==> src/hdl/aes_types_pkg.sv <==
/*
 * Data and control types shared by the AES-128 engine and its testbench.
 * Blocks are column major. Word 0 sits in the top bits, row 0 leads each word.
 */

package aes_types_pkg;

	////////////////////////////////////////////////////////////////////////////
	// data types
	////////////////////////////////////////////////////////////////////////////

	// one byte of state or key
	typedef logic [7:0] aes_byte_t;

	// one column, row 0 in the top byte
	typedef aes_byte_t [0:3] aes_word_t;

	// full 128-bit block as four columns, w[0] in bits 127:96
	typedef aes_word_t [0:3] aes_block_t;

	// what a requester presents with req
	typedef struct packed {
		aes_block_t key;
		aes_block_t plaintext;
	} aes_request_t;

	////////////////////////////////////////////////////////////////////////////
	// control
	////////////////////////////////////////////////////////////////////////////

	// controller to datapath, one bundle for key and state paths
	typedef struct packed {
		// capture a new key and plaintext
		logic load;
		// advance one round
		logic step;
		// last round, MixColumns is skipped
		logic final_round;
	} round_ctrl_t;

	// Nr for a 128-bit key
	localparam int unsigned AES_ROUNDS = 10;
	// wide enough to count to AES_ROUNDS
	localparam int unsigned ROUND_CNT_W = 4;

endpackage

==> src/hdl/aes_round_ctrl.sv <==
/*
 * Round sequencer and four-phase req/ack handshake.
 * Drives load, step and final_round, ack follows 11 cycles after the load edge.
 */

`timescale 1ns/10ps

module aes_round_ctrl (
	input  logic                       clk,
	input  logic                       reset,
	input  logic                       req,
	output logic                       ack,
	output aes_types_pkg::round_ctrl_t ctrl
);

	import aes_types_pkg::*;

	// IDLE waits for req low after reset, LOAD accepts a block on the first req seen
	typedef enum logic [1:0] {
		ST_IDLE,
		ST_LOAD,
		ST_ROUNDS,
		ST_DONE
	} ctrl_state_t;

	ctrl_state_t state_q;
	ctrl_state_t state_d;

	// number of the round in progress, 1 to AES_ROUNDS
	logic [ROUND_CNT_W-1:0] round_cnt;
	logic                   last_round;

	assign last_round = (round_cnt == ROUND_CNT_W'(AES_ROUNDS));

	////////////////////////////////////////////////////////////////////////////
	// next state
	////////////////////////////////////////////////////////////////////////////

	always_comb begin
		state_d = state_q;
		case (state_q)
			// a req left high across reset belongs to an abandoned block
			ST_IDLE:   if (!req) state_d = ST_LOAD;
			ST_LOAD:   if (req) state_d = ST_ROUNDS;
			ST_ROUNDS: if (last_round) state_d = ST_DONE;
			// hold result until the requester lets go
			ST_DONE:   if (!req) state_d = ST_LOAD;
			default:   state_d = ST_IDLE;
		endcase
	end

	always_ff @(posedge clk) begin
		if (reset)
			state_q <= ST_IDLE;
		else
			state_q <= state_d;
	end

	// counter restarts at 1 on the load edge
	always_ff @(posedge clk) begin
		if (reset)
			round_cnt <= '0;
		else if (ctrl.load)
			round_cnt <= ROUND_CNT_W'(1);
		else if (ctrl.step)
			round_cnt <= round_cnt + ROUND_CNT_W'(1);
	end

	// rises the edge after the final round, drops on the first edge with req low
	always_ff @(posedge clk) begin
		if (reset)
			ack <= 1'b0;
		else
			ack <= (state_q == ST_DONE) && req;
	end

	////////////////////////////////////////////////////////////////////////////
	// datapath control
	////////////////////////////////////////////////////////////////////////////

	assign ctrl.load        = (state_q == ST_LOAD) && req;
	assign ctrl.step        = (state_q == ST_ROUNDS);
	assign ctrl.final_round = (state_q == ST_ROUNDS) && last_round;

endmodule

==> config.mk <==
export PLATFORM = sky130hd
export DESIGN_NAME = aes_round_ctrl
export DESIGN_NICKNAME = d
export VERILOG_FILES = /design/src/hdl/aes_types_pkg.sv /design/src/hdl/aes_round_ctrl.sv
export SDC_FILE = /design/constraint.sdc
export NUM_CORES = 1
export LEC_CHECK = 0
export ABC_AREA = 1
export BUFFER_PORTS_ARGS = -buffer_cell sky130_fd_sc_hd__buf_2
export CAP_MARGIN = 20
export CELL_PAD_IN_SITES_DETAIL_PLACEMENT = 0
export CELL_PAD_IN_SITES_GLOBAL_PLACEMENT = 1
export CORE_AREA = 5 5 42 44
export DETAILED_ROUTE_END_ITERATION = 12
export DIE_AREA = 0 0 47 49
export PLACE_DENSITY_LB_ADDON = 0.1
export SLEW_MARGIN = 20
export SYNTH_ARGS = -nofsm -noshare
export SYNTH_HDL_FRONTEND = slang
export SYNTH_SLANG_ARGS = --single-unit
==> constraint.sdc <==
create_clock -name clk -period 1.6 [get_ports clk]
set_input_delay 0 -clock clk [delete_from_list [all_inputs] [get_ports clk]]
set_output_delay 0 -clock clk [all_outputs]
set_load 0.02 [all_outputs]
==> flow_metrics.env, run 1 <==
export IMPL_status="finished clean"
export IMPL_peakVddDrop_mv=0.539
export IMPL_cp_end_kind="primary output"
export IMPL_seq_area_frac_synth_pct=35.4
export IMPL_antenna_cells=0
export IMPL_fin_cells=82
export IMPL_path_delay_family="flip-flops"
export IMPL_grt_pass1_vias=271
export IMPL_setup_tns_ps=0
export IMPL_multiInputGateArea_um2=214
export IMPL_cp_arrival_ps=1270
export IMPL_path_cells="inv_1 > ha_1 > inv_2 > nor2_1 > buf_2"
export IMPL_slowest_stage="dfxtp_1"
export IMPL_seqPwrFrac_pct=34.4
export IMPL_worstMarginPinSlew_ps=192
export IMPL_nets=75
export IMPL_worstHoldStart="req"
export IMPL_path_max_fanout=5
export IMPL_setup_viol=0
export IMPL_crit_path_start="state_q[0]"
export IMPL_drt_pass1_iterations=1
export IMPL_syn_nets=63
export IMPL_fp_dieH_um=49
export IMPL_hold_buffers=1
export IMPL_die_x_um=47
export IMPL_cp_slowest_stage_delay_ps=380
export IMPL_rows=14
export IMPL_synth_area_leaders="dfxtp_1 35%, ha_1 16%, nand2_1 13%"
export IMPL_start_util_pct=28.2
export IMPL_regArea_um2=140
export IMPL_rsz0062_at_grt="no"
export IMPL_synth_area_um2=395
export IMPL_slew_violations=0
export IMPL_max_slew_margin_pct=87.2
export IMPL_post_cts_setup_buffers=0
export IMPL_grt_max_degree=6
export IMPL_power_switching_share_pct=41.7
export IMPL_numCtsBuffers=3
export IMPL_grt_use_total_pct=7.49
export IMPL_placed_cells=77
export IMPL_postPlaceCellArea_um2=445
export IMPL_finClkSkew_ps=1.71
export IMPL_crit_path_end="ctrl[0]"
export IMPL_switching_power_w=0.000316
export IMPL_area_growth_pct=21.8
export IMPL_cap_violations=0
export IMPL_ys_types=12
export IMPL_cts_htree_levels=1
export IMPL_avgSynthCellArea_um2=7.19
export IMPL_rrSetupSlack_ps=350
export IMPL_cts_sinks=7
export IMPL_synth_area_leader_cell="dfxtp_1"
export IMPL_power_frac_comb_pct=44.1
export IMPL_dieArea_um2=2300
export IMPL_vias=340
export IMPL_pin_count=7
export IMPL_cts_root_buf="clkbuf_4"
export IMPL_crit_type="flip-flop to primary output"
export IMPL_yosys_warnings=0
export IMPL_final_common_cell="nand2_1"
export IMPL_pwr_density_cell_nw_per_um2=1570
export IMPL_cp_start_kind="flip-flop"
export IMPL_routedWlPerCell_um=9.16
export IMPL_hold_path_depth=3
export IMPL_grt_pass1_wl_um=1170
export IMPL_pre_cts_ws_ps=349
export IMPL_fill_cells=159
export IMPL_insertion_delay_ps=250
export IMPL_reg2reg_depth=8
export IMPL_cts_resized=0
export IMPL_drive_above_1_share_pct=16.7
export IMPL_finalPower_w=0.000758
export IMPL_io_buffers=6
export IMPL_p_clk_share_pct=21.4
export IMPL_path_clk_slew_ps=50
export IMPL_antenna_found_initial=0
export IMPL_p_int_w=0.000442
export IMPL_viasPerCell=4.15
export IMPL_fin_crit_sh_pct=79.4
export IMPL_gp_congestion=0.716
export IMPL_overflow=0
export IMPL_core_area_um2=1400
export IMPL_rr_endpoint="state_q[0]"
export IMPL_ctsLongestPathBuffers=2
export IMPL_r2r_start="state_q[0]"
export IMPL_drt_initial_drc_count=0
export IMPL_worstSetupPathDepth=5
export IMPL_wirelength_um=751
export IMPL_hold_path_class="primary input to flip-flop"
export IMPL_synth_cells=55
export IMPL_cts_tree="yes"
export IMPL_hpwlAfterDp_um=603
export IMPL_fin_ws_ps=329
export IMPL_finalCriticalPeriod_ps=1270
export IMPL_max_freq_mhz=787
export IMPL_p_leak_nw=0.253
export IMPL_stdcell_area_um2=482
export IMPL_synth_top_area_share_pct=35.4
export IMPL_antenna_left=0
export IMPL_final_hold_violation_count=0
export IMPL_critPathBufInv=3
export IMPL_drc=0
export IMPL_critPathRequiredTime_ps=1600
export IMPL_ys_seq_elements=7
export IMPL_layout_common_cells="14 x nand2_1, 10 x inv_1, 7 x dfxtp_1"
==> sequential cells by signal, summed over array words and instances (netlist names) <==
name / cells
round_cnt: 4
state_q: 2
ack: 1
==> power by group through the flow <==
stage | sequential, W | combinational, W | clock [W]
6_report | 0.000261 | 0.000334 | 0.000162
5_1_grt | 0.000267 | 0.000371 | 0.000176
4_1_cts | 0.000262 | 0.000340 | 0.000167
3_5_place_dp | 0.000266 | 0.000336 | 0
3_3_place_gp | 0.000265 | 0.000346 | 0
2_1_floorplan | 0.000256 | 0.000271 | 0
==> synthesized netlist by cell type <==
cell type  count
nor2_1         6
o21ai_0        1
inv_2          1
a21oi_1        5
nand3_1        3
inv_1         10
nand2_1       14
or2_1          1
nor3_4         1
dfxtp_1        7
xnor2_1        1
ha_1           5
==> stage by stage <==
stage               hold WS [ps]  util (%)
floorplan                   69.1         -
global placement             197      31.8
detailed placement           191      31.8
CTS                         4.93      34.4
global route                22.3      34.4
finish                      3.21      34.4
==> final cells by class <==
class,count,area share [%]
clock buffers,4,5.45
flip-flops and latches,7,29.1
inverters,11,8.57
well taps,16,4.16
multi-input cells,37,44.4
repair buffers,7,8.31
==> worst min path at each step <==
stage,to,slack [ps]
5_1_grt,ack,20
2_1_floorplan,round_cnt[0],70
6_report,ack,3
3_3_place_gp,round_cnt[0],200
3_5_place_dp,round_cnt[0],190
4_1_cts,ack,5
==> cell families (layout without fill, tap and decap cells) <==
family | count (synthesis) | count (layout) | share of synthesized area, %
AND/OR/NAND/NOR | 25 | 25 | 28.5
buffers and inverters | 11 | 22 | 10.4
flip-flops | 7 | 7 | 35.4
AO/OA/AOI/OAI | 6 | 6 | 7.59
adder cells (fa/ha/maj) | 5 | 5 | 15.8
XOR/XNOR | 1 | 1 | 2.22
==> worst reg2reg max path, delay by kind of cell (launching register included) <==
kind	cells	cell delay, ps
flops	1	380
fa+ha+maj	1	310
simple gates	5	340
buf+inv	2	120
==> routing by layer <==
metal  vias to the layer above  part of all wire [%]  GRT usage (%)
met4                         0                   4.7           8.29
met3                         4                   3.1           2.21
li1                        189                     -              -
met2                         4                    48           9.73
met5                         -                     0              0
met1                       143                    44           8.65
Note: power is estimated with default switching activity, not from simulation.
==> inputs of run 2 (changes only) <==
--- a/config.mk
+++ b/config.mk
@@ -5,7 +5,7 @@
 export SDC_FILE = /design/constraint.sdc
 export NUM_CORES = 1
 export LEC_CHECK = 0
-export ABC_AREA = 1
+export ABC_AREA = 0
 export BUFFER_PORTS_ARGS = -buffer_cell sky130_fd_sc_hd__buf_2
 export CAP_MARGIN = 20
 export CELL_PAD_IN_SITES_DETAIL_PLACEMENT = 0
==> constraint.sdc (replaced) <==
create_clock -name clk -period 1.1 [get_ports clk]
set_input_delay 0 -clock clk [delete_from_list [all_inputs] [get_ports clk]]
set_output_delay 0 -clock clk [all_outputs]
set_load 0.02 [all_outputs]
==> flow_metrics.env, run 2 <==
export IMPL_finClkSkew_ps=1.07
export IMPL_yosys_warnings=0
export IMPL_overflow=0
export IMPL_seq_area_frac_synth_pct=34.1
export IMPL_pre_cts_ws_ps=-170
export IMPL_fill_cells=121
export IMPL_power_frac_comb_pct=60.7
export IMPL_p_int_w=0.00105
export IMPL_cp_end_kind="flip-flop"
export IMPL_setup_viol=8
export IMPL_cap_violations=0
export IMPL_die_x_um=47
export IMPL_gp_congestion=0.653
export IMPL_switching_power_w=0.000599
export IMPL_pwr_density_cell_nw_per_um2=2230
export IMPL_worstMarginPinSlew_ps=202
export IMPL_wirelength_um=1030
export IMPL_fin_cells=86
export IMPL_finalCriticalPeriod_ps=1220
export IMPL_grt_pass1_vias=432
export IMPL_synth_area_um2=410
export IMPL_ys_seq_elements=7
export IMPL_path_clk_slew_ps=50
export IMPL_rsz0062_at_grt="yes"
export IMPL_async_flop_share_pct=0
export IMPL_antenna_found_initial=0
export IMPL_syn_nets=53
export IMPL_final_hold_violation_count=0
export IMPL_synth_top_area_share_pct=34.1
export IMPL_numCtsBuffers=3
export IMPL_fin_ws_ps=-125
export IMPL_drive_above_1_share_pct=65.7
export IMPL_hpwlAfterDp_um=717
export IMPL_cts_htree_levels=1
export IMPL_dieArea_um2=2300
export IMPL_hold_path_class="primary input to flip-flop"
export IMPL_routedWlPerCell_um=12.0
export IMPL_status="finished with violations"
export IMPL_grt_use_total_pct=11.2
export IMPL_avgSynthCellArea_um2=9.12
export IMPL_path_max_fanout=3
export IMPL_nets=79
export IMPL_peakVddDrop_mv=1.18
export IMPL_synth_area_leaders="dfxtp_1 34%, ha_1 15%, nor2_1 6.4%"
export IMPL_ys_types=21
export IMPL_rows=14
export IMPL_critPathRequiredTime_ps=1230
export IMPL_drt_pass1_iterations=2
export IMPL_final_common_cell="buf_4"
export IMPL_cts_tree="yes"
export IMPL_ctsLongestPathBuffers=2
export IMPL_power_switching_share_pct=36.3
export IMPL_crit_type="flip-flop to flip-flop"
export IMPL_antenna_left=0
export IMPL_grt_pass1_wl_um=1800
export IMPL_synth_area_leader_cell="dfxtp_1"
export IMPL_viasPerCell=4.63
export IMPL_grt_max_degree=7
export IMPL_start_util_pct=29.3
export IMPL_synth_cells=45
export IMPL_core_area_um2=1400
export IMPL_drc=0
export IMPL_synth_enable_flop_cells=0
export IMPL_fin_crit_sh_pct=111
export IMPL_violations="setup timing"
export IMPL_largestRegisters="round_cnt (4), state_q (2), ack (1)"
export IMPL_max_freq_mhz=816
export IMPL_area_growth_pct=80.5
export IMPL_p_leak_nw=0.347
export IMPL_cts_root_buf="clkbuf_4"
export IMPL_largest_reg_flops=4
export IMPL_cts_sinks=7
export IMPL_synth_commonest_cells="7 x dfxtp_1, 7 x nor2_1, 5 x ha_1, 5 x inv_1, 3 x xor2_1"
export IMPL_max_slew_margin_pct=86.5
export IMPL_regMostFlops="round_cnt"
export IMPL_drt_initial_drc_count=1
export IMPL_layout_common_cells="11 x buf_4, 7 x buf_6, 6 x nor2_1"
export IMPL_fp_dieH_um=49
export IMPL_slew_violations=0
export IMPL_insertion_delay_ps=240
export IMPL_placed_cells=75
export IMPL_seqPwrFrac_pct=25.6
export IMPL_setup_tns_ps=-488
export IMPL_vias=398
export IMPL_pin_count=7
export IMPL_p_clk_share_pct=13.7
export IMPL_antenna_cells=0
export IMPL_cp_start_kind="flip-flop"
export IMPL_yosys_most_used_dff="dfxtp_1"
export IMPL_io_buffers=6
export IMPL_cp_arrival_ps=1350
run 2: cell count changes after synthesis, sizes merged, moves of 2 or more:
cell,change
and2,+2
nand2,-12
a21oi,-5
a211oi,+2
nand3,-2
inv,-6
xor2,+3
run 2: metal layers:
metal	routed length (um)	global-route usage (%)	vias up
met4	12	6.91	0
met5	0	0	-
met3	20	3.32	2
met2	599	19.0	3
li1	-	-	204
met1	396	11.2	189
run 2: cell families (layout without fill, tap and decap cells):
| family | count (synthesis) | count (layout) | share of synthesized area (%) |
|---|---|---|---|
| buffers and inverters | 6 | 31 | 5.79 |
| xor gates and xnor gates | 3 | 3 | 6.40 |
| adders and majority gates | 5 | 5 | 15.2 |
| and+or+nand+nor | 17 | 17 | 25.0 |
| AOI/OAI and AO/OA | 7 | 7 | 13.4 |
| DFF | 7 | 7 | 34.1 |
run 2: power by group through the flow:
stage               clock [W]  sequential [W]  combinational (W)
global placement            0        0.000390           0.000626
floorplan                   0        0.000405           0.000422
global route         0.000264        0.000428            0.00109
finish               0.000226        0.000421            0.00100
detailed placement          0        0.000395           0.000651
CTS                  0.000243        0.000422           0.000929
run 2: through the flow:
| stage | power (W) | utilization [%] | hold slack, ps | cell area, um2 |
|---|---|---|---|---|
| 4_1_cts | 0.00159 | 51.2 | 29.1 | 717 |
| 5_1_grt | 0.00178 | 52.9 | 45.7 | 741 |
| 6_report | 0.00165 | 52.9 | 54.1 | 741 |
| 2_1_floorplan | 0.000827 | - | 71.0 | 442 |
| 3_5_place_dp | 0.00105 | 39.1 | 237 | 548 |
| 3_3_place_gp | 0.00102 | 39.1 | 238 | 548 |
run 2: final timing paths:
path	startpoint	end	slack [ps]	cells past startpoint
worst max-delay path	state_q[0]	state_q[0]	-120	5
worst min-delay path	req	ack	50	3
worst max register to register	state_q[0]	state_q[0]	-120	5
worst min register to register	round_cnt[1]	round_cnt[1]	560	2
run 2: timing repair:
item | in CTS | in global routing
pin swaps | 11 | 7
hold buffers | 1 | 0
setup buffers | 6 | 0
hold endpoints to repair | 3 | 0
gates resized for setup | 24 | 4
endpoints found under the setup margin | 9 | 9
run 2: worst max-delay path, stage by stage (launching register included):
cell and delay (ps):
dfxtp_4 370, inv_4 50, ha_4 210, nand2b_4 150
a221oi_4 280, a211oi_2 50
run 2: area by class of cell:
class | instances | area, um2 | share of cell area [%]
clock buffer | 4 | 26.3 | 3.55
tap | 16 | 20.0 | 2.70
sequential | 7 | 150 | 20.3
inverter | 5 | 23.8 | 3.21
timing repair buffer | 22 | 186 | 25.2
multi-input combinational | 32 | 334 | 45.1
